**src/logic/trojan_bench_pkg.sv**
```systemverilog
// Shared widths, seed and tap positions for the trigger LFSR and the trojan event counter
package trojan_bench_pkg;

    // Trigger LFSR
    localparam int unsigned LFSR_WIDTH = 128;

    localparam logic [LFSR_WIDTH-1:0] LFSR_INIT_DEFAULT =
        128'hFEDCBA9876543210FEDCBA9876543210;

    // Fibonacci feedback taps, XORed into bit 0 on each step
    localparam int unsigned LFSR_TAP_0 = 127;
    localparam int unsigned LFSR_TAP_1 = 6;
    localparam int unsigned LFSR_TAP_2 = 1;
    localparam int unsigned LFSR_TAP_3 = 0;

    // Rare-event counter inside the trojan
    localparam int unsigned TRIG_CNT_WIDTH = 8;

    // Events needed before the trigger fires
    localparam logic [TRIG_CNT_WIDTH-1:0] TRIGGER_THRESHOLD_DEFAULT = 8'd4;

endpackage : trojan_bench_pkg

```
**src/logic/decoder_pkg.sv**
```systemverilog
// Data widths and the FSM state type for the one-hot decoder and the program address counter
package decoder_pkg;

    // Encoded code in, one-hot word out
    localparam int unsigned CODE_WIDTH    = 8;
    localparam int unsigned DECODED_WIDTH = 16;

    // Program address, wraps at 2^13
    localparam int unsigned ADDR_WIDTH = 13;

    // Four-step decode cycle
    typedef enum logic [1:0] {
        DEC_IDLE  = 2'd0,  // Clear the word
        DEC_SET   = 2'd1,  // Sample the code, set one bit
        DEC_READY = 2'd2,  // Raise valid
        DEC_HOLD  = 2'd3   // Drop valid, back to idle
    } decode_state_e;

endpackage : decoder_pkg

```
**src/logic/rare_event_lfsr.sv**
```systemverilog
// 128-bit Fibonacci LFSR stepped on enable; flags the rare state whose four low bits are all ones
`timescale 1ns/1ps

module rare_event_lfsr import trojan_bench_pkg::*; #(
    parameter logic [LFSR_WIDTH-1:0] LFSR_INIT = LFSR_INIT_DEFAULT
) (
    input  logic clk,
    input  logic pon_rst_i,
    input  logic step_i,        // Advance one position
    output logic rare_event_o
);

    logic [LFSR_WIDTH-1:0] lfsr_q;
    logic                  feedback;

    assign feedback = lfsr_q[LFSR_TAP_0] ^ lfsr_q[LFSR_TAP_1] ^
                      lfsr_q[LFSR_TAP_2] ^ lfsr_q[LFSR_TAP_3];

    always_ff @(posedge clk or posedge pon_rst_i) begin
        if (pon_rst_i) begin
            lfsr_q <= LFSR_INIT;
        end else if (step_i) begin
            lfsr_q <= {lfsr_q[LFSR_WIDTH-2:0], feedback};  // Shift left, feedback at bit 0
        end
    end

    // Roughly one state in sixteen
    assign rare_event_o = &lfsr_q[3:0];

endmodule : rare_event_lfsr

```
**src/logic/trojan1_trigger.sv**
```systemverilog
// Trojan trigger: counts qualified rare events and fires a one-cycle registered pulse at the threshold
`timescale 1ns/1ps

module trojan1_trigger import trojan_bench_pkg::*; #(
    parameter logic [TRIG_CNT_WIDTH-1:0] TRIGGER_THRESHOLD = TRIGGER_THRESHOLD_DEFAULT
) (
    input  logic clk,
    input  logic pon_rst_i,
    input  logic r1_i,         // Rare event from the LFSR
    input  logic count_en_i,   // Only enabled cycles count
    output logic trigger_o
);

    logic [TRIG_CNT_WIDTH-1:0] event_cnt_q;
    logic [TRIG_CNT_WIDTH-1:0] event_cnt_inc;
    logic                      event_seen;
    logic                      threshold_hit;

    assign event_seen    = r1_i & count_en_i;
    assign event_cnt_inc = event_cnt_q + 1'b1;

    // This event completes the set
    assign threshold_hit = event_seen && (event_cnt_inc == TRIGGER_THRESHOLD);

    always_ff @(posedge clk or posedge pon_rst_i) begin
        if (pon_rst_i) begin
            event_cnt_q <= '0;
        end else if (threshold_hit) begin
            event_cnt_q <= '0;  // Restart so it can fire again
        end else if (event_seen) begin
            event_cnt_q <= event_cnt_inc;
        end
    end

    // Pulse lasts exactly one cycle
    always_ff @(posedge clk or posedge pon_rst_i) begin
        if (pon_rst_i) begin
            trigger_o <= 1'b0;
        end else begin
            trigger_o <= threshold_hit;
        end
    end

endmodule : trojan1_trigger

```
**src/logic/onehot_decode_fsm.sv**
```systemverilog
// Four-state decoder turning an in-range code into a one-hot word, with a one-cycle valid pulse
`timescale 1ns/1ps

module onehot_decode_fsm import decoder_pkg::*; (
    input  logic                     clk,
    input  logic                     pon_rst_i,
    input  logic                     enable_i,
    input  logic                     clear_i,     // Synchronous, wins over enable
    input  logic [CODE_WIDTH-1:0]    code_i,
    output logic [DECODED_WIDTH-1:0] decoded_o,
    output logic                     valid_o
);

    localparam int unsigned SEL_WIDTH = $clog2(DECODED_WIDTH);

    decode_state_e state_q;
    logic          code_in_range;

    assign code_in_range = (code_i < DECODED_WIDTH);

    always_ff @(posedge clk or posedge pon_rst_i) begin
        if (pon_rst_i) begin
            state_q   <= DEC_IDLE;
            decoded_o <= '0;
            valid_o   <= 1'b0;
        end else if (clear_i) begin
            // Trigger wipes the whole decode
            state_q   <= DEC_IDLE;
            decoded_o <= '0;
            valid_o   <= 1'b0;
        end else if (enable_i) begin
            valid_o <= 1'b0;  // Only DEC_READY raises it
            case (state_q)
                DEC_IDLE: begin
                    decoded_o <= '0;
                    state_q   <= DEC_SET;
                end
                DEC_SET: begin
                    // Out-of-range codes leave the word empty
                    if (code_in_range) begin
                        decoded_o[code_i[SEL_WIDTH-1:0]] <= 1'b1;
                    end
                    state_q <= DEC_READY;
                end
                DEC_READY: begin
                    valid_o <= 1'b1;
                    state_q <= DEC_HOLD;
                end
                DEC_HOLD: begin
                    state_q <= DEC_IDLE;
                end
                default: begin
                    state_q <= DEC_IDLE;
                end
            endcase
        end else begin
            valid_o <= 1'b0;  // Gap freezes state, valid never stretches
        end
    end

endmodule : onehot_decode_fsm

```
**src/logic/prog_addr_counter.sv**
```systemverilog
// Program address counter: counts enabled cycles and presents the count one cycle later
`timescale 1ns/1ps

module prog_addr_counter import decoder_pkg::*; (
    input  logic                  clk,
    input  logic                  pon_rst_i,
    input  logic                  enable_i,
    input  logic                  clear_i,     // Trigger clear, priority over enable
    output logic [ADDR_WIDTH-1:0] prog_adr_o
);

    logic [ADDR_WIDTH-1:0] addr_cnt_q;

    // Wraps naturally at 2^ADDR_WIDTH
    always_ff @(posedge clk or posedge pon_rst_i) begin
        if (pon_rst_i) begin
            addr_cnt_q <= '0;
        end else if (clear_i) begin
            addr_cnt_q <= '0;
        end else if (enable_i) begin
            addr_cnt_q <= addr_cnt_q + 1'b1;
        end
    end

    // Output copy, updated every cycle regardless of enable
    always_ff @(posedge clk or posedge pon_rst_i) begin
        if (pon_rst_i) begin
            prog_adr_o <= '0;
        end else if (clear_i) begin
            prog_adr_o <= '0;
        end else begin
            prog_adr_o <= addr_cnt_q;
        end
    end

endmodule : prog_addr_counter

```
**src/logic/trojan1_decoder0_host.sv**
```systemverilog
// Host top level: decoder and address counter with the LFSR-driven trojan trigger wired in
`timescale 1ns/1ps

module trojan1_decoder0_host
    import trojan_bench_pkg::*;
    import decoder_pkg::*;
#(
    parameter logic [LFSR_WIDTH-1:0]     LFSR_INIT         = LFSR_INIT_DEFAULT,
    parameter logic [TRIG_CNT_WIDTH-1:0] TRIGGER_THRESHOLD = TRIGGER_THRESHOLD_DEFAULT
) (
    input  logic                     clk,
    input  logic                     pon_rst_i,
    input  logic [CODE_WIDTH-1:0]    encoded_input_i,
    input  logic                     decode_enable_i,   // One design step per high cycle
    output logic [DECODED_WIDTH-1:0] decoded_output_o,
    output logic                     decode_valid_o,
    output logic [ADDR_WIDTH-1:0]    prog_adr_o
);

    logic rare_event;
    logic trojan_trigger;

    // Rare-event source, steps with the design
    rare_event_lfsr #(
        .LFSR_INIT (LFSR_INIT)
    ) i_lfsr (
        .clk          (clk),
        .pon_rst_i    (pon_rst_i),
        .step_i       (decode_enable_i),
        .rare_event_o (rare_event)
    );

    trojan1_trigger #(
        .TRIGGER_THRESHOLD (TRIGGER_THRESHOLD)
    ) i_trojan (
        .clk        (clk),
        .pon_rst_i  (pon_rst_i),
        .r1_i       (rare_event),
        .count_en_i (decode_enable_i),  // Events only count while the LFSR moves
        .trigger_o  (trojan_trigger)
    );

    // Payload targets, both cleared by the trigger
    onehot_decode_fsm i_decoder (
        .clk       (clk),
        .pon_rst_i (pon_rst_i),
        .enable_i  (decode_enable_i),
        .clear_i   (trojan_trigger),
        .code_i    (encoded_input_i),
        .decoded_o (decoded_output_o),
        .valid_o   (decode_valid_o)
    );

    prog_addr_counter i_addr_cnt (
        .clk        (clk),
        .pon_rst_i  (pon_rst_i),
        .enable_i   (decode_enable_i),
        .clear_i    (trojan_trigger),
        .prog_adr_o (prog_adr_o)
    );

endmodule : trojan1_decoder0_host

```
**config.mk**
```make
export PLATFORM = sky130hd
export DESIGN_NAME = trojan1_decoder0_host
export DESIGN_NICKNAME = d
export VERILOG_FILES = /design/src/logic/trojan_bench_pkg.sv /design/src/logic/decoder_pkg.sv /design/src/logic/rare_event_lfsr.sv /design/src/logic/trojan1_trigger.sv /design/src/logic/onehot_decode_fsm.sv /design/src/logic/prog_addr_counter.sv /design/src/logic/trojan1_decoder0_host.sv
export SDC_FILE = /design/constraint.sdc
export NUM_CORES = 1
export LEC_CHECK = 0
export ABC_AREA = 0
export BUFFER_PORTS_ARGS = -buffer_cell sky130_fd_sc_hd__clkbuf_2
export CORE_MARGIN = 2
export CORE_UTILIZATION = 60
export CTS_CLUSTER_SIZE = 25
export DETAILED_ROUTE_END_ITERATION = 6
export PLACE_DENSITY = 0.79
export SYNTH_ARGS = -nofsm -noshare
export SYNTH_HDL_FRONTEND = slang
export SYNTH_SLANG_ARGS = --single-unit
```
**constraint.sdc**
```tcl
create_clock -name clk -period 6.8 [get_ports clk]
set_input_delay 0.68 -clock clk [delete_from_list [all_inputs] [get_ports clk]]
set_output_delay 0.68 -clock clk [all_outputs]
set_load 0.005 [all_outputs]
```
==> flow_summary.toml <==
[sta]
fin_ws_ns = 3.91
finalMaxSlewViolations = 0
worst_slew_pin_slew_ns = 1.04
max_clock_freq_mhz = 346
final.setup.tns_ns = 0
skew_ns = 0.00496
max_slew_margin = 0.303
hold_viol = 0
fin_crit_sh = 0.425
setup_viol = 0
grt_setup_unrepaired = "no"
period_needed_ns = 2.89

[final_layout]
synthToLayoutAreaGrowth_pct = 13.0
drive_gt1_frac = 0.496
nets = 558
diodes = 0
fillCellCount = 790

[worst_setup_path]
required_ns = 7.15
worstRegToRegCells = 7
regToRegStartpoint = "i_decoder.state_q[1]"
r2r-end = "i_decoder.decoded_o[12]"
cp_max_fo = 86
critPathCaptureType = "flip-flop"
worstSetupPathType = "in2reg"
crit_path_start = "decode_enable_i"
arrival_ns = 3.24
critPathLaunchType = "input port"
critPathCapture = "i_decoder.decoded_o[12]"
r2r_slack_ns = 4.96

[grt]
grtUsageMet3 = 0.0510
antenna_found_initial = 0
grt_pass1_wl_um = 18500
grt-busiest-layer = "met2"
grt_pass1_vias = 3882
grt_max_degree = 96
overflow = 0
grtUsageMet1 = 0.259
gr-usage-met2 = 0.268
track_usage = 0.181

[logic_synthesis]
syn_nets = 519
synth_area_leaders = "dfrtp_1 (41%), dfstp_2 (23%), mux2_2 (20%)"
yosys_most_used_dff = "dfrtp_1"
syn_area_per_cell_um2 = 14.3
synth_top_area_share = 0.411
synth-edff-count = 0
ys_seq_area_frac = 0.645
yosys-top-cells-count = "mux2_2 (126), dfrtp_1 (118), dfstp_2 (64)"
async_reset_ff_frac = 1.00
ys_warn_count = 0
synth_top_cell_by_area = "dfrtp_1"
synth_area_mm2 = 0.00718
ys_seq_elements = 182
synth_cells = 502
yosysUniqueCellTypes = 36
yosysMostFrequentCell = "mux2_2"

[floorplan]
die_w_um = 113
fp.dieH_um = 113
core_region_area_mm2 = 0.0116
dieArea_mm2 = 0.0129
io_pins = 41
initial_core_util = 0.621
num_rows = 39

[cts]
cts-htree-levels = 4
cts_tree = "built"
post_cts.repair.setup_buffers = 0
cts.sinks = 182
path_clk_slew_ns = 0.06
clk_latency_ns = 0.42
postCtsHoldBufs = 0
post_cts_resized = 0
cts_buffers = 17
root_buffer = "clkbuf_16"
clk_path_buf_depth = 2

[run_status]
status = "completed"

[power]
leakage_nw = 3.82
p_per_area_mw_per_mm2 = 338
ir_worst_vdd_mv = 0.258

[detailed_routing]
first_pass_iters = 4
drc = 0
drt_iter0_markers = 219
via_count = 3785
wirelength_um = 10300
ant_nets = 0
wl_per_cell_um = 14.8
avgViaCountPerCell = 5.43

[placed_design]
dp_hpwl_um = 6150
routabilityCongestion = 0.744
portBuffers = 40
place_ws_ns = 3.51

[job]
cap_violations = 0

[hold_path]
hold_class = "in2async"
-- flip-flops by register name, indices dropped and copies added (netlist names) --
signal                 count
i_decoder.state_q          2
i_addr_cnt.addr_cnt_q     13
i_trojan.trigger_o         1
i_lfsr.lfsr_q            128
i_trojan.event_cnt_q       8
i_decoder.decoded_o       16
i_decoder.valid_o          1
i_addr_cnt.prog_adr_o     13
-- worst max-delay path: stages --
cell     delay, ns
buf_4         0.52
buf_4         0.87
a31oi_1       0.26
nor2b_1       0.54
a31oi_1       0.20
nor2_1        0.11
-- power by group --
part	leakage [nW]	switching (W)	internal [W]
registers	2.25	0.000105	0.00126
clock network	0.304	0.000395	0.000644
logic	1.27	0.000168	0.000174
total	3.82	0.000667	0.00208
-- metal layers --
metal | wire, um | vias up
li1 | - | 1814
met2 | 4830 | 56
met3 | 343 | 10
met4 | 123 | 0
met1 | 5020 | 1905
met5 | 0 | -
-- area by class of cell --
| type | count | area, um^2 | area share |
|---|---|---|---|
| clock buffer | 20 | 467 | 0.0575 |
| clock inverter | 12 | 174 | 0.0214 |
| inverter | 6 | 27.5 | 0.00339 |
| multi-input combinational | 291 | 2410 | 0.297 |
| sequential | 182 | 4630 | 0.571 |
| tap | 143 | 179 | 0.0220 |
| timing repair buffer | 43 | 225 | 0.0277 |
-- logic make-up (layout without fill, tap and decap cells) --
kind of cell               count (synthesis)  count (layout)  share of synthesized area
and+or+nand+nor                          107             107                     0.0733
muxes                                    129             129                      0.202
adders and majority gates                  6               6                     0.0105
AOI/OAI and AO/OA                         27              27                     0.0235
DFF                                      182             182                      0.645
buffers and inverters                     29              81                     0.0188
xor gates and xnor gates                  22              22                     0.0268
-- metrics by stage --
stage                     power, W  hold WS, ns  cells  instance area [um^2]   util
after global placement     0.00170        0.477    665                  7480  0.647
after global routing       0.00288        0.497    697                  8120  0.702
final                      0.00275        0.419    697                  8120  0.702
after detailed placement   0.00173        0.484    665                  7480  0.647
after CTS                  0.00278        0.441    697                  8120  0.702
after floorplan            0.00161        0.464    502                  7180      -
-- cell usage in the layout (no fill, tap or decap), types with 2 or more instances in the layout --
cell type     n
a21oi_1      10
a31oi_1       7
a41oi_1       2
and2_1        2
and3_1        3
buf_4         4
bufinv_16     4
clkbuf_16    17
clkbuf_2     39
clkbuf_8      3
clkinv_2      3
clkinvlp_4    4
dfrtp_1     118
dfstp_2      64
ha_1          6
inv_1         5
inv_6         2
mux2_2      126
mux2i_1       3
nand2_1      16
nand3_1       8
nand4_1       6
nor2_1       40
nor2_2        2
nor2b_1      17
nor3_1        2
nor3_2        2
o21ai_0       3
o21ai_1       2
or2_2         2
or3_1         3
xnor2_1      11
xor2_1       11
-- worst min-delay path by stage --
stage	slack [ns]	depth (start not counted)	startpoint	endpoint
after floorplan	0.46	1	i_lfsr.lfsr_q[0]	i_lfsr.lfsr_q[0]
after global placement	0.48	2	i_decoder.decoded_o[0]	i_decoder.decoded_o[0]
after detailed placement	0.48	1	i_trojan.event_cnt_q[7]	i_trojan.event_cnt_q[7]
after CTS	0.44	2	pon_rst_i	i_lfsr.lfsr_q[113]
after global routing	0.50	2	pon_rst_i	i_lfsr.lfsr_q[113]
final	0.42	2	pon_rst_i	i_lfsr.lfsr_q[117]
Note: power is estimated with default switching activity, not from simulation.
